[src/hdl/dualIssuePkg.sv]
`default_nettype none

package dualIssuePkg;

    localparam int XLEN        = 32;
    localparam int REG_COUNT   = 32;
    localparam int INST_BYTES  = 4;
    localparam int PAIR_BYTES  = 2 * INST_BYTES;   // master + slave word
    localparam int QUEUE_DEPTH = 4;
    localparam int QUEUE_PTR_W = $clog2(QUEUE_DEPTH);

    typedef logic [XLEN-1:0]        word_t;
    typedef logic [XLEN-1:0]        addr_t;
    typedef logic [31:0]            inst_t;
    typedef logic [4:0]             regIdx_t;
    typedef logic [5:0]             opField_t;     // opcode and funct fields
    typedef logic [QUEUE_PTR_W-1:0] qPtr_t;
    typedef logic [QUEUE_PTR_W:0]   qCount_t;      // one extra bit to hold "full"

    localparam addr_t RESET_PC = 32'hBFC0_0000;    // boot vector

    // major opcodes
    localparam opField_t OPC_RTYPE = 6'h00;
    localparam opField_t OPC_ADDIU = 6'h09;
    localparam opField_t OPC_ORI   = 6'h0D;

    // SPECIAL funct codes
    localparam opField_t FN_ADDU = 6'h21;
    localparam opField_t FN_SUBU = 6'h23;
    localparam opField_t FN_AND  = 6'h24;
    localparam opField_t FN_OR   = 6'h25;
    localparam opField_t FN_XOR  = 6'h26;
    localparam opField_t FN_SLT  = 6'h2A;

    typedef struct packed {
        addr_t pc;      // address of inst1
        inst_t inst1;
        inst_t inst2;
    } fetchPair_t;

    typedef enum logic [2:0] {
        ALU_ADD,
        ALU_SUB,
        ALU_AND,
        ALU_OR,
        ALU_XOR,
        ALU_SLT
    } aluOp_e;

    typedef struct packed {
        logic    valid;
        addr_t   pc;
        aluOp_e  aluOp;
        logic    regWrite;
        regIdx_t rd;
        word_t   opA;
        word_t   opB;   // rt value or extended immediate
    } issue_t;

    typedef struct packed {
        logic    valid;
        addr_t   pc;
        logic    regWrite;
        regIdx_t wnum;
        word_t   wdata;
    } commit_t;

    typedef enum logic {
        ISSUE_PAIR,     // both halves of the head pair still pending
        ISSUE_SLAVE     // master gone, slave waits for forwarding
    } issueState_e;

endpackage

`default_nettype wire

[src/hdl/fetchUnit.sv]
`default_nettype none

module fetchUnit
    import dualIssuePkg::*;
(
    input  wire               clk,
    input  wire               rst_i,
    input  wire               icacheStall_i,
    input  wire inst_t        inst1_i,
    input  wire inst_t        inst2_i,
    input  wire               almostFull_i,
    output addr_t             pc_o,
    output logic              instEn_o,
    output logic              pushValid_o,
    output fetchPair_t        pushPair_o
);

    addr_t pcQ;
    logic  reqQ;        // request on the bus this cycle
    logic  respQ;       // pair expected back this cycle
    logic  respDone;
    logic  reqNext;

    assign respDone = respQ & ~icacheStall_i;

    // a stalled response asks again at once, otherwise wait for queue room
    assign reqNext = ~reqQ & ((respQ & icacheStall_i) | ~almostFull_i);

    always_ff @(posedge clk) begin
        if (rst_i) begin
            pcQ   <= RESET_PC;
            reqQ  <= 1'b0;
            respQ <= 1'b0;
        end else begin
            reqQ  <= reqNext;
            respQ <= reqQ;
            if (respDone) begin
                pcQ <= pcQ + addr_t'(PAIR_BYTES);
            end
        end
    end

    assign pc_o     = pcQ;
    assign instEn_o = reqQ;

    // pc only moves after the push, so it still tags this pair
    assign pushValid_o = respDone;
    assign pushPair_o  = '{pc: pcQ, inst1: inst1_i, inst2: inst2_i};

    // pairs are fetched on 8-byte boundaries
    pcAligned: assert property (@(posedge clk) disable iff (rst_i)
        pc_o[2:0] == 3'b000);

endmodule

`default_nettype wire

[config.mk]
export PLATFORM = sky130hd
export DESIGN_NAME = fetchUnit
export DESIGN_NICKNAME = d
export VERILOG_FILES = /design/src/hdl/dualIssuePkg.sv /design/src/hdl/fetchUnit.sv
export SDC_FILE = /design/constraint.sdc
export NUM_CORES = 1
export LEC_CHECK = 0
export BUFFER_PORTS_ARGS = -buffer_cell sky130_fd_sc_hd__buf_2
export CAP_MARGIN = 20
export CELL_PAD_IN_SITES_DETAIL_PLACEMENT = 1
export CELL_PAD_IN_SITES_GLOBAL_PLACEMENT = 2
export CORE_ASPECT_RATIO = 2
export CORE_UTILIZATION = 20
export DETAILED_ROUTE_END_ITERATION = 10
export PLACE_DENSITY = 0.85
export SYNTH_ARGS = -nofsm -noshare
export SYNTH_HDL_FRONTEND = slang
export SYNTH_SLANG_ARGS = --single-unit
[constraint.sdc]
create_clock -name clk -period 5.15 [get_ports clk]
set_input_delay 1.03 -clock clk [delete_from_list [all_inputs] [get_ports clk]]
set_output_delay 1.03 -clock clk [all_outputs]
set_load 0.02 [all_outputs]
# Word-level counts from Yosys, hierarchy flattened
# Index checks and enable logic that the tools add are counted.
[classes]
n_bitwise = 7
add_sub_neg = 1
[ops]
columns = ["cell", "count"]
rows = [
  ["$add A32 B4 Y32 const B", 1],
  ["$and A1 B1 Y1", 3],
  ["$not A1 Y1", 3],
  ["$or A1 B1 Y1", 1],
]
[word_totals]
ff_bits = 34
output_inout_bits = 130
elab_cells = 11
in_bits = 68

# Logic depth before layout (Yosys ltp)
[depth]
ltp_word = 3
depth_mapped = 7
ltp_nobuf = 5

# Worst setup path before layout
# Ideal clock, no wire load.
[synth_path]
path_kind = "input -> output"
from = "in icacheStall_i"
to = "out pushValid_o"
required_time_ns = 4.120
stages = 1
setup_slack_ns = 2.634
n_path_buf = 0
t_arrival_ns = 1.486
cell_sequence = "nor2b_1"
[synth_between]
elab_chain_cells = 2
[synth_rtl]
columns = ["item", "line", "source"]
rows = [
  ["start, declared", "fetchUnit.sv:8", "input wire icacheStall_i,"],
  ["$not A1 Y1", "fetchUnit.sv:24", "assign respDone = respQ & ~icacheStall_i;"],
  ["$and A1 B1 Y1", "fetchUnit.sv:24", ""],
  ["end, declared", "fetchUnit.sv:14", "output logic pushValid_o,"],
]
# No other way between the ends.

# Worst setup path in the final report
# Ends and elaborated chain as after synthesis.

==> summary.txt <==
CTS
  – Gates resized, CTS repair: 0
  – H-tree depth: 2
  – Clock latency on the worst-skew pair: approximately 280 ps
  – Total setup buffers inserted after CTS: 0
  – Num CTS Buffers: 5
  – Max clock buf depth: 2
  – # hold bufs at CTS: 0
  – Reg clk slew, reported paths: about 50 ps
  – CTS root buf: clkbuf_16
  – Clock sinks: 31
  – CTS tree: yes

Timing
  – Worst slew pin tran: 571 ps
  – Worst Skew: 10.1 ps
  – Fin. Hold Viols: 0
  – Period minus WS final: 2700 ps
  – Slew margin rel.: 0.619
  – Final setup TNS: 0 ps
  – Final cycle utilization of the critical path: 0.523
  – Setup violators final: 0
  – Unrepaired setup endpoints after global routing: no
  – Final Slew Violations: 0
  – Max Clk Rate: 0.371 GHz
  – Final worst slack: around 2500 ps

Synth
  – Post-Syn Area: 2220 um2
  – Seq/Total Area, Yosys: 0.280
  – Count of warnings emitted by yosys: 0
  – Post-synth ARST share: 0
  – Synth Instances: around 260
  – Netlist cell types: 36
  – Post-synth EDFFs: 0
  – Syn Area/Cell: roughly 8.4 um2
  – Register bit count reported by yosys: 31
  – Most used DFF post-synth: dfxtp_1

Global routing
  – First-pass GRT wire length: about 8.7 mm
  – GRT Overall Usage: 0.102
  – Pin count of the biggest net entering global routing: 30
  – Vias in the first global route: about 1600
  – Total global routing overflow: 0
  – Initial antenna violation count: 0

Final layout
  – Layout cells sized above 1: 0.342
  – Commonest non-fill, non-tap cell in the layout: buf_2
  – Nets: 300
  – Post-route cell area: 2070 um2
  – Most frequent cells in the layout: buf_2 (63), dfxtp_1 (31), nor2_1 (15)
  – Synth-to-Final Area Change: -6.44%
  – Antenna Cells: 0

Critical path
  – Critical Setup Path Class: input pin to primary output
  – CP arrival: between 1500 and 2000 ps
  – Setup crit end kind: primary output
  – R2R depth: 4
  – Setup crit start kind: input pin
  – CP max FO: 4
  – Critical Path RT: between 4000 and 5000 ps

Place
  – DP Area: roughly 1900 um2
  – GP Congestion: around 0.75
  – DP Wirelength: around 4.3 mm
  – Pre-CTS setup slack: 2410 ps
  – IO Port Bufs: 63

Routing
  – Number of routed nets with antenna violations: 0
  – Via count: around 1600
  – Total routed wirelength: between 5 and 6 mm
  – Initial drt markers: 65
  – WL per Instance: around 15 um
  – Drt first pass iters: 3
  – Vias per inst: roughly 4.3
  – # DRC: 0

Floorplanning
  – DIE HEIGHT: about 150 um
  – Core area: between 10000 and 15000 um2
  – I/O pin count: about 200
  – Die width: between 70 and 80 um
  – FP Rows: 54
  – Starting Density: 0.205
  – Die Footprint: ~12000 um2

Hold path
  – Worst Hold Path Cells: 1
  – Min-Delay Path Class: flip-flop to flip-flop

Run status
  – Outcome: finished, final reports clean

Power
  – Leak Pwr: between 0.8 and 0.9 nW
  – PwrDens: ~280 nW/um2
  – Pwr Total: around 590 uW
  – Worst VDD drop: roughly 0.12 mV

Job
  – Max-cap viol count: 0
final timing paths:
check	startpoint	slack, ps	endpoint
max	icacheStall_i	2450	pushValid_o
min	instEn_o	450	instEn_o
max reg2reg	pc_o[5]	3010	pc_o[21]
min reg2reg	instEn_o	450	instEn_o
per-layer routing:
layer | vias to the layer above | GRT usage | wire length (um)
met5 | - | 0 | 0
met4 | 0 | 0.0990 | 395
met3 | 49 | 0.0265 | 453
met2 | 84 | 0.192 | 3160
met1 | 755 | 0.0844 | 1670
li1 | 720 | - | -
per-stage QoR:
stage                     cells  hold slack (ps)  utilization
after floorplan             269              454            -
after global placement      364              436        0.177
after detailed placement    364              447        0.177
after CTS                   371              455        0.192
after global routing        371              498        0.192
final                       371              454        0.192
cell usage after synthesis, drive strengths merged, types with 2 or more instances:
master / number / area share
buf: 103 / 0.35
dfxtp: 31 / 0.28
nor2: 15 / 0.025
nand3: 12 / 0.027
nand2: 11 / 0.019
xor2: 10 / 0.040
a21oi: 8 / 0.018
o21ai: 8 / 0.018
nand4: 7 / 0.029
or4: 7 / 0.025
inv: 6 / 0.010
o31ai: 6 / 0.020
or3: 6 / 0.018
clkbuf: 5 / 0.013
nor2b: 5 / 0.014
nor4: 5 / 0.014
mux2i: 4 / 0.018
and4: 3 / 0.012
and3: 2 / 0.0068
and4b: 2 / 0.0090
o31a: 2 / 0.0090
where the power goes:
part / switching [mW] / total [mW] / internal (mW)
Combinational: 0.0122 / 0.0157 / 0.00353
Clock: 0.107 / 0.332 / 0.225
Sequential: 0.00105 / 0.242 / 0.241
Total: 0.120 / 0.590 / 0.470
flip-flops by register name, summed over array words and instances, names as in the netlist:
signal and flops:
instEn_o 1, pc_o 29, respQ 1
kinds of logic (layout without fill, tap and decap cells):
logic type,count (synthesis),in the layout,synth area share
buffers and inverters,114,76,0.376
flip-flops,31,31,0.280
AO/OA/AOI/OAI,25,25,0.0689
other,1,6,0.00169
adder cells (fa/ha/maj),1,1,0.00565
AND/OR/NAND/NOR,77,77,0.206
multiplexers,4,4,0.0181
XOR/XNOR,11,11,0.0435
worst max-delay path: stages:
cell and delay (ps):
buf_2 120, nor2b_1 280, buf_2 240
cell type report:
cell class / instances / area [um2]
tap: 140 / 175
clock buffer: 6 / 129
multi-input combinational: 124 / 781
fill: 1326 / 8740
sequential: 31 / 621
clock inverter: 1 / 30.0
inverter: 6 / 22.5
timing repair buffer: 63 / 315
(Power assumes the default switching activity.)
