### config.mk
export PLATFORM = sky130hd
export DESIGN_NAME = fetchQueue
export DESIGN_NICKNAME = d
export VERILOG_FILES = /design/src/hdl/dualIssuePkg.sv /design/src/hdl/fetchQueue.sv
export SDC_FILE = /design/constraint.sdc
export NUM_CORES = 1
export LEC_CHECK = 0
export BUFFER_PORTS_ARGS = -buffer_cell sky130_fd_sc_hd__clkbuf_2
export CELL_PAD_IN_SITES_DETAIL_PLACEMENT = 1
export CELL_PAD_IN_SITES_GLOBAL_PLACEMENT = 2
export CORE_MARGIN = 2
export CORE_UTILIZATION = 40
export CTS_CLUSTER_SIZE = 25
export DETAILED_ROUTE_END_ITERATION = 6
export GPL_TIMING_DRIVEN = 0
export PLACE_DENSITY_LB_ADDON = 0.12
export SYNTH_ARGS = -nofsm -noshare
export SYNTH_HDL_FRONTEND = slang
export SYNTH_SLANG_ARGS = --single-unit
### constraint.sdc
create_clock -name clk -period 4.4 [get_ports clk]
set_input_delay 0.66 -clock clk [delete_from_list [all_inputs] [get_ports clk]]
set_output_delay 0.66 -clock clk [all_outputs]
set_load 0.05 [all_outputs]
### src/hdl/dualIssuePkg.sv
`default_nettype none

package dualIssuePkg;

    localparam int XLEN        = 32;
    localparam int REG_COUNT   = 32;
    localparam int INST_BYTES  = 4;
    localparam int PAIR_BYTES  = 2 * INST_BYTES;   // master + slave word
    localparam int QUEUE_DEPTH = 4;
    localparam int QUEUE_PTR_W = $clog2(QUEUE_DEPTH);

    typedef logic [XLEN-1:0]        word_t;
    typedef logic [XLEN-1:0]        addr_t;
    typedef logic [31:0]            inst_t;
    typedef logic [4:0]             regIdx_t;
    typedef logic [5:0]             opField_t;     // opcode and funct fields
    typedef logic [QUEUE_PTR_W-1:0] qPtr_t;
    typedef logic [QUEUE_PTR_W:0]   qCount_t;      // one extra bit to hold "full"

    localparam addr_t RESET_PC = 32'hBFC0_0000;    // boot vector

    // major opcodes
    localparam opField_t OPC_RTYPE = 6'h00;
    localparam opField_t OPC_ADDIU = 6'h09;
    localparam opField_t OPC_ORI   = 6'h0D;

    // SPECIAL funct codes
    localparam opField_t FN_ADDU = 6'h21;
    localparam opField_t FN_SUBU = 6'h23;
    localparam opField_t FN_AND  = 6'h24;
    localparam opField_t FN_OR   = 6'h25;
    localparam opField_t FN_XOR  = 6'h26;
    localparam opField_t FN_SLT  = 6'h2A;

    typedef struct packed {
        addr_t pc;      // address of inst1
        inst_t inst1;
        inst_t inst2;
    } fetchPair_t;

    typedef enum logic [2:0] {
        ALU_ADD,
        ALU_SUB,
        ALU_AND,
        ALU_OR,
        ALU_XOR,
        ALU_SLT
    } aluOp_e;

    typedef struct packed {
        logic    valid;
        addr_t   pc;
        aluOp_e  aluOp;
        logic    regWrite;
        regIdx_t rd;
        word_t   opA;
        word_t   opB;   // rt value or extended immediate
    } issue_t;

    typedef struct packed {
        logic    valid;
        addr_t   pc;
        logic    regWrite;
        regIdx_t wnum;
        word_t   wdata;
    } commit_t;

    typedef enum logic {
        ISSUE_PAIR,     // both halves of the head pair still pending
        ISSUE_SLAVE     // master gone, slave waits for forwarding
    } issueState_e;

endpackage

`default_nettype wire

### src/hdl/fetchQueue.sv
`default_nettype none

module fetchQueue
    import dualIssuePkg::*;
(
    input  wire                clk,
    input  wire                rst_i,
    input  wire                pushValid_i,
    input  wire fetchPair_t    pushPair_i,
    input  wire                pop_i,
    output logic               headValid_o,
    output fetchPair_t         headPair_o,
    output logic               almostFull_o
);

    fetchPair_t entries [QUEUE_DEPTH];
    qPtr_t      wrPtr;
    qPtr_t      rdPtr;
    qCount_t    count;

    always_ff @(posedge clk) begin
        if (rst_i) begin
            wrPtr <= '0;
            rdPtr <= '0;
            count <= '0;
        end else begin
            if (pushValid_i) begin
                wrPtr <= wrPtr + 1'b1;  // depth is a power of two, wraps on its own
            end
            if (pop_i) begin
                rdPtr <= rdPtr + 1'b1;
            end
            case ({pushValid_i, pop_i})
                2'b10:   count <= count + 1'b1;
                2'b01:   count <= count - 1'b1;
                default: count <= count;
            endcase
        end
    end

    // payload storage
    always_ff @(posedge clk) begin
        if (pushValid_i) begin
            entries[wrPtr] <= pushPair_i;
        end
    end

    assign headValid_o = (count != '0);
    assign headPair_o  = entries[rdPtr];

    // fewer than two free slots: one push may still be on its way
    assign almostFull_o = (count > qCount_t'(QUEUE_DEPTH - 2));

    noOverflow: assert property (@(posedge clk) disable iff (rst_i)
        pushValid_i |-> count != qCount_t'(QUEUE_DEPTH));

    noUnderflow: assert property (@(posedge clk) disable iff (rst_i)
        pop_i |-> count != '0);

endmodule

`default_nettype wire

Word-level counts from Yosys, hierarchy flattened
Memory sizes are Yosys's and may differ from the RTL's. A register that Yosys moved wholly into a read port is not among the register bits.
Index checks and enable logic that the tools add are counted.
Storage, ports and cells
  register bits: 7
  memory bits (writable): 384
  input port bits: 100
  output and inout bits: 98
  logic and storage cells: 18
  memories: 1
Operators by class
  $add $sub $neg: 4
  magnitude comparators: 1
  equal/unequal tests: 2
  muxes and demuxes: 5
  reduce and logical (&&, ||, !) cells: 2
Memories
  entries: depth 4, width 96, rd ports 1, clocked after memory_dff 1, wr ports 1, line fetchQueue.sv:16  | fetchPair_t entries [QUEUE_DEPTH];
Operators with widths (count)
  $pmux 3 s2: 1
  $add 2x1->2 const B: 2
  $mux 2: 2
  $add 3x1->3 const B: 1
  $gt 3x2->1 const B: 1
  $reduce_bool 3->1: 1
  $sub 3x1->3 const B: 1
  $eq 2x1->1 const B: 1
  $eq 2x2->1 const B: 1
  $mux 1: 2
  $reduce_bool 2->1: 1

Longest topological paths before layout
Gate-level depths: netlist of run 1.
  depth in word-level cells: 3
  gate-level depth with buffers: 7
  gate-level depth less buffers: 7

Worst setup path before layout of run 1
Ideal clock, no wire load.
  kind: input to register
  start point: in pushValid_i
  end point: mem entries[0][0] in the netlist's numbering (enable)
  library setup time: 465 ps
  arrival time: 2880 ps
  required time: 3935 ps
  setup slack: 1055 ps
  stages: 1
  buffers on the path: 0
  path through: and2_1
Between the ends
  longest elaborated chain between the ends: 2
Ends and longest elaborated chain
  from (decl): line fetchQueue.sv:8  | input wire pushValid_i,
  $mux 1: line fetchQueue.sv:43  | if (pushValid_i) begin
  $mux 1 (not written as such): line fetchQueue.sv:44  | entries[wrPtr] <= pushPair_i;
  to (decl): line fetchQueue.sv:16
Every way passes these cells.

==> results of run 1 <==
## critical path: cells and delay by family (launching register included)
family | cells | cell delay (ps)
flops | 1 | 310
mux | 1 | 370
buf+inv | 4 | 1140
## Yosys cell counts (all sizes together) (2+ instances only)
| library cell | number |
|---|---|
| ha | 5 |
| buf | 17 |
| or3 | 2 |
| inv | 6 |
| mux4 | 96 |
| edfxtp | 384 |
| xnor2 | 2 |
| nor2 | 8 |
| dfxtp | 9 |
| xor2 | 3 |
| and2 | 4 |
| a21oi | 2 |
| clkbuf | 6 |
## worst max-delay path by stage
stage	from	endpoint	slack, ps
CTS	flip-flop	headPair_o[50]	1270
detailed placement	flip-flop	headPair_o[50]	1860
finish	flip-flop	headPair_o[42]	1390
global placement	pushValid_i	entries[2][64]$_DFFE_PP_	-960
global route	flip-flop	headPair_o[68]	1240
floorplan	pushValid_i	entries[0][0]$_DFFE_PP_	1060
## routing by layer
metal | routed length (um) | share of wire (%) | global-route usage [%]
met5 | 16 | 0.056 | 0
met1 | 11440 | 40 | 19.52
met4 | 607 | 2.1 | 4.516
met3 | 1937 | 6.8 | 4.362
met2 | 14320 | 51 | 26.40
## cell type report
type / instances / area share, %
diodes: 1 / 0.01450
plain buffers: 23 / 0.8919
clock buffers: 54 / 6.722
clock inverters: 19 / 0.7831
inverters: 6 / 0.1305
multi-input cells: 127 / 13.92
flip-flops and latches: 393 / 67.87
well taps: 461 / 3.343
repair buffers: 200 / 6.323
## report_power, final
group | switching, mW | internal (mW) | leakage, nW
logic | 0.873 | 0.365 | 1.62
clock network | 1.33 | 1.96 | 0.633
registers | 0.0392 | 4.30 | 3.60
## stage by stage
stage	total power [mW]	util, %
after floorplan	5.332	-
after global placement	5.661	44.74
after detailed placement	5.686	45.08
after CTS	9.017	48.74
after global routing	9.198	48.74
final	8.876	48.75
## registers in the layout, summed over array words and instances (netlist names), named ones only
signal and flops:
wrPtr 2, rdPtr 2, entries 384, count 3
## cell families (layout without fill, tap and decap cells)
| family | after synthesis | count (layout) | share of synthesized area (%) |
|---|---|---|---|
| simple gates | 15 | 15 | 0.4994 |
| fa+ha+maj | 6 | 6 | 0.5783 |
| compound gates | 4 | 4 | 0.1577 |
| mux | 97 | 97 | 15.21 |
| buf+inv | 29 | 302 | 1.235 |
| flops | 393 | 393 | 82.01 |
| other cells | 0 | 1 | 0 |
| xor+xnor | 5 | 5 | 0.3067 |
==> metrics.md, run 1 <==
| Metric | Value |
|---|---|
| FF+latch area | `0.01171 mm2` |
| IO buf count | `196` |
| CP dominant cell by count | `buf_2` |
| Fill cell count | `3,228` |
| Worst VDD drop | `0.3392 mV` |
| ANT nets after route | `0` |
| Post-synthesis sequential area ratio | `82.01%` |
| Initial Util | `40.34%` |
| Layout Nets | `899` |
| Drt first pass iters | `6` |
| Max clock buf depth | `3` |
| Worst Path Max Fanout | `10` |
| Asr flop ratio synth | `0%` |
| CTS Buf Count | `42` |
| Final GP Congestion | `0.6937` |
| Clk_lat worst skew | `530 ps` |
| Hold_buf cts | `0` |
| Endpoints failing hold | `0` |
| Top cell type's share of synthesized area | `80.75%` |
| Cell Rows | `69` |
| Wire length of the first global-routing pass | `42.44 mm` |
| Final slew viol count | `0` |
| F_max | `332.2 MHz` |
| CTS tree | `done` |
| Relative slew slack | `43.58%` |
| Design area | `0.01726 mm2` |
| Reg2Reg Depth | `3` |
| Worst setup margin | `1390 ps` |
| DR vias | `6,423` |
| Multi-input gate area | `0.002402 mm2` |
| Initial antenna violation count | `2` |
| Tightest Hold Check Type | `in -> reg` |
| Setup TNS | `0 ps` |
| Clk pin slew, worst setup/hold paths | `60 ps` |
| Leak Pwr | `5.858 nW` |
| Yosys Warn Count | `0` |
| Drt wl/cell | `22.06 um` |
| Area leader, netlist | `edfxtp_1` |
| Via density | `5.002` |
| Final setup violation count | `0` |
| Core footprint | `0.03540 mm2` |
| Die Ht | `192.9 um` |
| Worst Setup End Kind | `output port` |
| Register bit total from synthesis | `393` |
| Startpoint types | `flip-flop` |
| Reg2reg start | `wrPtr[0]$_SDFFE_PP0P_` |
| Avg Cell Area, Syn | `26.01 um2` |
| EDFF count, synth | `384` |
| Routed wire length | `28.32 mm` |
| Clock period minus worst slack | `3010 ps` |
| Number of global-route vias before repair | `7,258` |
| Pre-CTS setup slack | `1856 ps` |
| Max-Cap Viols | `0` |
| Worst reg-to-reg setup slack | `2380 ps` |
| Worst path slowest cell | `mux4_2` |
| Share of cells above drive strength 1 | `45.13%` |
| Mapped Cells | `549` |
| Worst hold path depth | `1` |
| Non-filler cells, final | `1,284` |
| Worst hold margin | `339.2 ps` |
| Final period utilization | `68.42%` |
| # placed instances | `1,210` |
| GRT Util Overall | `15.51%` |
| DR iter-0 viols | `351` |
| Die ar. | `0.03723 mm2` |
| RSZ-0062 raised after global routing | `no` |
| Postcts setup bufs | `0` |
| PostCTS Resize Cnt | `0` |
| Worst-margin pin slew | `846.3 ps` |
| Largest net degree at the start of global routing | `51` |
| Yosys cell types | `20` |
| Crit path cell chain | `buf_2, buf_2, buf_2, mux4_2, clkbuf_2` |
| CP max stage delay | `370 ps` |
| Critical Path AT | `2350 ps` |
| H-Tree Depth | `2` |
| Root Buffer | `clkbuf_16` |
| Clock Skew | `9.968 ps` |
| Global route overflow | `0` |
| IO Pins | `198` |
| Post-placement cell area | `0.01596 mm2` |
| Most common cell after layout, fill and taps aside | `edfxtp_1` |
| Ranking of synthesized cells by area | `edfxtp_1, mux4_2, dfxtp_1` |
| Area Growth Syn to Fin | `20.84%` |
| WS Path Type | `reg -> out` |
| Sink Count | `393` |
| Status | `completed` |
| Critical path required time | `3740 ps` |
| DRC violations left | `0` |
| Width of the die | `192.9 um` |
| Reg2reg end | `entries[3][74]$_DFFE_PP_` |
| Synth Cell Area | `0.01428 mm2` |
| Ys flop type | `edfxtp_1` |
| Hold Crit Start | `pushPair_i[9]` |
| Pwr Density | `514.4 mW/mm2` |
| Commonest non-fill, non-tap cells in the layout | `edfxtp_1, clkbuf_2, mux4_2` |
| Hold endpoint | `entries[1][9]$_DFFE_PP_` |
| Dpl hpwl | `17.23 mm` |
| Net count after synthesis | `655` |
No activity file was read; power rests on OpenSTA's default activity.
==> run 2: changes to the inputs <==
Settings changed: ABC_AREA set to 1, CORE_UTILIZATION 40 to 37.
Clock period 4.4 ns to 2.6 ns, I/O delays scaled along.
==> metrics.md, run 2 <==
| Metric | Value |
|---|---|
| Status | `completed (unchanged)` |
| Dpl hpwl | `24.18 mm (was 17.23 mm)` |
| # placed instances | `1,720 (was 1,210)` |
| Ranking of synthesized cells by area | `edfxtp_1, nor2_1, o22ai_1 (was edfxtp_1, mux4_2, dfxtp_1)` |
| Commonest non-fill, non-tap cells in the layout | `edfxtp_1, nor2_1, clkbuf_2 (was edfxtp_1, clkbuf_2, mux4_2)` |
| Worst VDD drop | `0.5724 mV (was 0.3392 mV)` |
| Leak Pwr | `6.442 nW (was 5.858 nW)` |
| Most common cell in the netlist | `edfxtp_1 (unchanged)` |
| Avg Cell Area, Syn | `14.93 um2 (was 26.01 um2)` |
| IO Pins | `198 (unchanged)` |
| CTS tree | `done (unchanged)` |
| Register bit total from synthesis | `393 (unchanged)` |
| Final period utilization | `97.12%` |
| Net count after synthesis | `1,092 (was 655)` |
| Yosys Warn Count | `0 (unchanged)` |
| Area share of xor/xnor cells in the synthesized design | `0% (was 0.3067%)` |
| Global route overflow | `0 (unchanged)` |
| Final GP Congestion | `0.7139 (was 0.6937)` |
| DR iter-0 viols | `526 (was 351)` |
| Sw power | `4.042 mW (was 2.246 mW)` |
| Clock period minus worst slack | `2525 ps` |
| Share of cells above drive strength 1 | `26.65% (was 45.13%)` |
| Clock Skew | `18.31 ps (was 9.968 ps)` |
| Final setup violation count | `0 (unchanged)` |
| Critical path required time | `2210 ps (was 3740 ps)` |
| Routed wire length | `38.01 mm (was 28.32 mm)` |
| Top Registers | `entries: 384 flops, count: 3 flops (unchanged)` |
| EDFF count, synth | `384 (unchanged)` |
| Adder-cell share of the synthesized area | `0.5610% (was 0.5783%)` |
| Sink Count | `393 (unchanged)` |
| Via density | `4.986 (was 5.002)` |
| Critical Path AT | `2140 ps (was 2350 ps)` |
| Ys flop type | `edfxtp_1 (unchanged)` |
| Final slew viol count | `0 (unchanged)` |
| Most flops, register | `entries (unchanged)` |
| Cell Rows | `73 (was 69)` |
| Total Power | `15.22 mW (was 8.876 mW)` |
| F_max | `396.0 MHz` |
| Drt first pass iters | `6 (unchanged)` |
| Max reg flops | `384 (unchanged)` |
| DRC violations left | `0 (unchanged)` |
| Fill cell count | `4,046 (was 3,228)` |
| Max-Cap Viols | `0 (unchanged)` |
| Area Growth Syn to Fin | `23.83% (was 20.84%)` |
| IO buf count | `197 (was 196)` |
| Largest net degree at the start of global routing | `34 (was 51)` |
| Area leader, netlist | `edfxtp_1 (unchanged)` |
| H-Tree Depth | `2 (unchanged)` |
| Seq pwr share | `48.0% (was 48.9%)` |
| Max clock buf depth | `3 (unchanged)` |
| DR vias | `8,985 (was 6,423)` |
| Non-filler cells, final | `1,802 (was 1,284)` |
| Asr flop ratio synth | `0% (unchanged)` |
| Combinational power share | `14.4% (was 14.0%)` |
| WS Path Type | `reg -> out (unchanged)` |
| Synth Cell Area | `0.01472 mm2 (was 0.01428 mm2)` |
| Mapped Cells | `986 (was 549)` |
| Die ar. | `0.04140 mm2 (was 0.03723 mm2)` |
| Clk_lat worst skew | `560 ps (was 530 ps)` |
| Worst Setup End Kind | `output port (unchanged)` |
| Pwr Density | `834.7 mW/mm2 (was 514.4 mW/mm2)` |
| Wire length of the first global-routing pass | `55.92 mm (was 42.44 mm)` |
| Die Ht | `203.5 um (was 192.9 um)` |
| Startpoint types | `flip-flop (unchanged)` |
| Width of the die | `203.5 um (was 192.9 um)` |
| Top cell type's share of synthesized area | `78.33% (was 80.75%)` |
| Mux cell area share after synthesis | `0% (was 15.21%)` |
| Largest family of logic cells by synthesized area | `compound AO/OA/AOI/OAI gates (was multiplexers)` |
| Layout Nets | `1,348 (was 899)` |
| Most common cell after layout, fill and taps aside | `edfxtp_1 (unchanged)` |
| Number of global-route vias before repair | `9,383 (was 7,258)` |
| Yosys cell types | `20 (unchanged)` |
| Compound-gate portion of the synthesized area | `11.02% (was 0.1577%)` |
| Worst Path Max Fanout | `10 (unchanged)` |
| Initial antenna violation count | `4 (was 2)` |
| GRT Util Overall | `18.28% (was 15.51%)` |
| Core footprint | `0.03946 mm2 (was 0.03540 mm2)` |
| ANT nets after route | `0 (unchanged)` |
| Switching share of power | `26.56% (was 25.31%)` |
| Post-synthesis sequential area ratio | `79.56% (was 82.01%)` |
| Power Internal | `11.17 mW (was 6.630 mW)` |
| Synth cell count leaders | `edfxtp_1, nor2_1, o21ai_0, o22ai_1, o21ai_1 (was edfxtp_1, mux4_2, buf_2, dfxtp_1, nor2_1)` |
| Tightest Hold Check Type | `in -> reg (unchanged)` |
| Worst-margin pin slew | `867.5 ps (was 846.3 ps)` |
| Endpoints failing hold | `0 (unchanged)` |
| Simple-gate share of the synthesized area | `5.312% (was 0.4994%)` |
| Clk pin slew, worst setup/hold paths | `60 ps (about the same)` |
| Drt wl/cell | `21.10 um (was 22.06 um)` |
| Relative slew slack | `41.85% (was 43.58%)` |
| Initial Util | `37.31% (was 40.34%)` |
| CTS Buf Count | `44 (was 42)` |
| Clock share of power | `37.7% (was 37.2%)` |
| Root Buffer | `clkbuf_16 (unchanged)` |
| Postcts setup bufs | `0 (unchanged)` |
## run 2: cell types whose count changed after synthesis, sizes merged, moves of 12 or more
cell    before  now
o21ai        1  199
nor2         8  195
mux4        96    0
o22ai        0   96
buf         17   42
clkbuf       6   20
inv          6   18
## run 2: kinds of logic (layout without fill, tap and decap cells)
family / count (synthesis) / in the layout
AO/OA/AOI/OAI: 300 / 300
adder cells (fa/ha/maj): 6 / 6
buffers and inverters: 80 / 370
flip-flops: 393 / 393
other: 0 / 1
AND/OR/NAND/NOR: 207 / 207
## run 2: timing repair
action | 4_1_cts | 5_1_grt
gates resized for setup | 68 | 50
endpoints found under the setup margin | 95 | 46
gates cloned | 0 | 1
hold endpoints to repair | 0 | 0
hold buffers | 0 | 0
## run 2: layout make-up
type	count	area, um2	share of cell area [%]
timing repair buffer	209	1404	7.702
antenna	1	2.502	0.01373
clock inverter	26	175.2	0.9610
timing repair inverter	1	5.005	0.02746
clock buffer	54	1160	6.363
multi-input combinational	513	2530	13.88
inverter	18	85.08	0.4668
buffer	62	493.0	2.705
sequential	393	11720	64.28
tap	525	656.9	3.604
## run 2: per-layer routing
metal / share of wire (%) / GRT usage, %
met1: 44 / 23.65
met2: 48 / 30.64
met3: 5.4 / 3.995
met4: 2.3 / 5.996
met5: 0.021 / 0
## run 2: worst max-delay path, cell delays in order (launching register included)
cell	delay, ps
dfxtp_2	350
buf_8	160
inv_4	70
buf_6	200
buf_6	190
nor2_1	50
o22ai_1	290
buf_4	270
## run 2: per-stage QoR
step / setup WS [ps] / setup TNS, ps / hold slack (ps) / util, % / instance area (um2)
global route: -3.729 / -3.729 / 33.57 / 46.19 / 18230
detailed placement: 139.1 / 0 / 437.7 / 42.14 / 16630
global placement: -1400 / -499770 / 433.2 / 41.51 / 16380
CTS: 3.276 / 0 / 11.15 / 46.02 / 18160
finish: 74.86 / 0 / 45.30 / 46.19 / 18230
floorplan: 111.4 / 0 / 411.6 / - / 14740
## run 2: worst paths after layout
kind / startpoint / to / slack (ps) / cells after the start
hold reg to reg: rdPtr[1]$_SDFFE_PP0P_ / flip-flop / 450 / 1
hold / removal: pushPair_i[7] / entries[3][7]$_DFFE_PP_ / 50 / 1
setup reg to reg: wrPtr[0]$_SDFFE_PP0P_ / entries[2][27]$_DFFE_PP_ / 200 / 6
setup / recovery: flip-flop / headPair_o[4] / 70 / 7
## run 2: power by group through the flow
stage	Sequential, mW	Combinational (mW)	Clock (mW)
finish	7.30	2.19	5.73
global route	7.32	2.34	6.09
CTS	7.30	2.20	5.89
detailed placement	7.43	2.12	0
global placement	7.46	2.06	0
floorplan	7.43	1.39	0
==> run 3: changes to the inputs <==
==> constraint.sdc (replaced) <==
create_clock -name clk -period 2.6 [get_ports clk]
set_input_delay 0.39 -clock clk [delete_from_list [all_inputs] [get_ports clk]]
set_output_delay 0.39 -clock clk [all_outputs]
set_load 0.01 [all_outputs]
==> metrics.md, run 3 (same netlist as run 2, synthesis figures left out) <==
| Metric | Value |
|---|---|
| Initial Util | `37.31% (unchanged)` |
| Top Registers | `entries: 384 flops, count: 3 flops (unchanged)` |
| Cell Rows | `73 (unchanged)` |
| Reg2Reg Depth | `6 (unchanged)` |
| Core footprint | `0.03946 mm2 (unchanged)` |
| Startpoint types | `flip-flop (unchanged)` |
| Pre-CTS setup slack | `139.1 ps (unchanged)` |
| Final period utilization | `94.95% (was 97.12%)` |
| CP dominant cell by count | `buf_6 (unchanged)` |
| Post-placement cell area | `0.01663 mm2 (unchanged)` |
| CTS Buf Count | `44 (unchanged)` |
| Drt first pass iters | `5 (was 6)` |
| Endpoints failing hold | `0 (unchanged)` |
| Worst setup endpoint | `headPair_o[4] (unchanged)` |
| Total Power | `14.48 mW (was 15.22 mW)` |
| Drt wl/cell | `21.04 um (was 21.10 um)` |
| Critical Path AT | `2080 ps (was 2140 ps)` |
| Levels on crit path | `7 (unchanged)` |
| Share of cells above drive strength 1 | `26.57% (was 26.65%)` |
| Final setup violation count | `0 (unchanged)` |
| Die ar. | `0.04140 mm2 (unchanged)` |
| Clock period minus worst slack | `2469 ps (was 2525 ps)` |
| Via density | `4.999 (was 4.986)` |
| Reg2reg end | `entries[2][27]$_DFFE_PP_ (unchanged)` |
| Top Family by Delay on Critical Path | `buffers and inverters (unchanged)` |
| Routed wire length | `37.92 mm (was 38.01 mm)` |
| Global route overflow | `0 (unchanged)` |
| Worst setup margin | `131.4 ps (was 74.86 ps)` |
| DR iter-0 viols | `447 (was 526)` |
| F_max | `405.1 MHz (was 396.0 MHz)` |
| Worst Path Max Fanout | `10 (unchanged)` |
| Sink Count | `393 (unchanged)` |
| WP buf/inv | `5 (unchanged)` |
| Leak Pwr | `6.394 nW (was 6.442 nW)` |
| Switching share of power | `23.36% (was 26.56%)` |
| Sw power | `3.383 mW (was 4.042 mW)` |
| Tightest Hold Check Type | `in -> reg (unchanged)` |
| Max clock buf depth | `3 (unchanged)` |
| Max-Cap Viols | `0 (unchanged)` |
| # placed instances | `1,720 (unchanged)` |
| Critical path required time | `2210 ps (about the same)` |
| ANT nets after route | `0 (unchanged)` |
| Most flops, register | `entries (unchanged)` |
| Power Internal | `11.10 mW (was 11.17 mW)` |
| Worst-margin pin slew | `857.4 ps (was 867.5 ps)` |
| Worst VDD drop | `0.5723 mV (was 0.5724 mV)` |
| Clk_lat worst skew | `560 ps (about the same)` |
| FF+latch area | `0.01171 mm2 (was 0.01172 mm2)` |
| Combinational power share | `10.0% (was 14.4%)` |
| Clock Skew | `18.50 ps (was 18.31 ps)` |
| Non-filler cells, final | `1,802 (unchanged)` |
| IO Pins | `198 (unchanged)` |
| Hold_buf cts | `0 (unchanged)` |
| CTS tree | `done (unchanged)` |
| Final slew viol count | `0 (unchanged)` |
| Status | `completed (unchanged)` |
| Die Ht | `203.5 um (unchanged)` |
| Area Growth Syn to Fin | `22.59% (was 23.83%)` |
| Worst hold margin | `43.99 ps (was 45.30 ps)` |
| Commonest non-fill, non-tap cells in the layout | `edfxtp_1, clkbuf_2, nor2_1 (was edfxtp_1, nor2_1, clkbuf_2)` |
| Design area | `0.01805 mm2 (was 0.01823 mm2)` |
| Root Buffer | `clkbuf_16 (unchanged)` |
| Clock share of power | `39.5% (was 37.7%)` |
| Relative slew slack | `42.53% (was 41.85%)` |
| Worst path slowest cell | `dfxtp_2 (unchanged)` |
| Final GP Congestion | `0.7139 (unchanged)` |
| Clk pin slew, worst setup/hold paths | `60 ps (about the same)` |
| Initial antenna violation count | `4 (unchanged)` |
| Wire length of the first global-routing pass | `55.87 mm (was 55.92 mm)` |
| Dpl hpwl | `24.18 mm (unchanged)` |
| Max reg flops | `384 (unchanged)` |
| Pwr Density | `802.6 mW/mm2 (was 834.7 mW/mm2)` |
| Seq pwr share | `50.4% (was 48.0%)` |
| Multi-input gate area | `0.002530 mm2 (unchanged)` |
| Most common cell after layout, fill and taps aside | `edfxtp_1 (unchanged)` |
| Reg2reg start | `wrPtr[0]$_SDFFE_PP0P_ (unchanged)` |
| WS Path Type | `reg -> out (unchanged)` |
| Number of global-route vias before repair | `9,368 (was 9,383)` |
| CP max stage delay | `350 ps (about the same)` |
| Worst Setup End Kind | `output port (unchanged)` |
| H-Tree Depth | `2 (unchanged)` |
| IO buf count | `197 (unchanged)` |
| Fill cell count | `4,052 (was 4,046)` |
| Width of the die | `203.5 um (unchanged)` |
| DRC violations left | `0 (unchanged)` |
| Layout Nets | `1,348 (unchanged)` |
| RSZ-0062 raised after global routing | `no` |
| Crit path cell chain | `buf_8, inv_4, buf_6, buf_6, nor2_1, o22ai_1, clkbuf_2 (was buf_8, inv_4, buf_6, buf_6, nor2_1, o22ai_1, buf_4)` |
| DR vias | `9,008 (was 8,985)` |
| GRT Util Overall | `18.27% (was 18.28%)` |
| Worst reg-to-reg setup slack | `210 ps (was 200 ps)` |
| Largest net degree at the start of global routing | `34 (unchanged)` |
[run 3: cell count changes in the layout (fill, tap and decap cells not counted), sizes merged]
cell and delta:
buf -21, clkbuf +21
[run 3: worst reg2reg max path, cell delays in order, from the launching register on]
cell        delay [ps]
dfxtp_1            350
inv_1               90
ha_1               210
nand2_1            110
clkinvlp_4         660
buf_12             470
buf_12             220
[run 3: metal layers]
layer  vias to the layer above  track usage (%)  part of all wire [%]
met4                         4            6.126                   2.4
met3                        68            3.995                   5.2
li1                       4258                -                     -
met5                         -                0                 0.061
met1                      4475            23.69                    44
met2                       203            30.50                    48
[run 3: layout make-up]
| class | instances | share of cell area (%) |
|---|---|---|
| Timing Repair Buffer | 209 | 6.836 |
| Antenna cell | 1 | 0.01387 |
| Timing Repair inverter | 1 | 0.02773 |
| Multi-Input combinational cell | 513 | 14.02 |
| Clock inverter | 26 | 0.9707 |
| Buffer | 62 | 2.683 |
| Tap cell | 525 | 3.640 |
| Inverter | 18 | 0.4715 |
| Clock buffer | 54 | 6.427 |
| Sequential cell | 393 | 64.91 |
[run 3: power groups by stage]
stage / combinational (mW) / clock [mW] / sequential, mW
6_report: 1.45 / 5.73 / 7.30
5_1_grt: 1.61 / 6.09 / 7.32
4_1_cts: 1.48 / 5.89 / 7.30
3_5_place_dp: 1.47 / 0 / 7.43
3_3_place_gp: 1.40 / 0 / 7.46
2_1_floorplan: 0.737 / 0 / 7.43
[run 3: through the flow]
step / TNS (ps) / utilization (%)
floorplan: 0 / -
global placement: -499770 / 41.51
detailed placement: 0 / 42.14
CTS: 0 / 45.55
global route: 0 / 45.73
finish: 0 / 45.74
[run 3: worst min-delay path by stage]
stage / from / to / depth (start not counted)
final: pushPair_i[7] / entries[3][7]$_DFFE_PP_ / 1
after global routing: pushPair_i[35] / entries[3][35]$_DFFE_PP_ / 1
after CTS: pushPair_i[48] / entries[2][48]$_DFFE_PP_ / 1
after detailed placement: rdPtr[1]$_SDFFE_PP0P_ / flip-flop / 1
after global placement: rdPtr[1]$_SDFFE_PP0P_ / rdPtr[1]$_SDFFE_PP0P_ / 1
after floorplan: rdPtr[1]$_SDFFE_PP0P_ / flip-flop / 1
[run 3: repair_timing]
action	4_1_cts	5_1_grt
endpoints found under the setup margin	80	31
buffers inserted	0	0
gates resized for setup	6	28
cloned	0	1
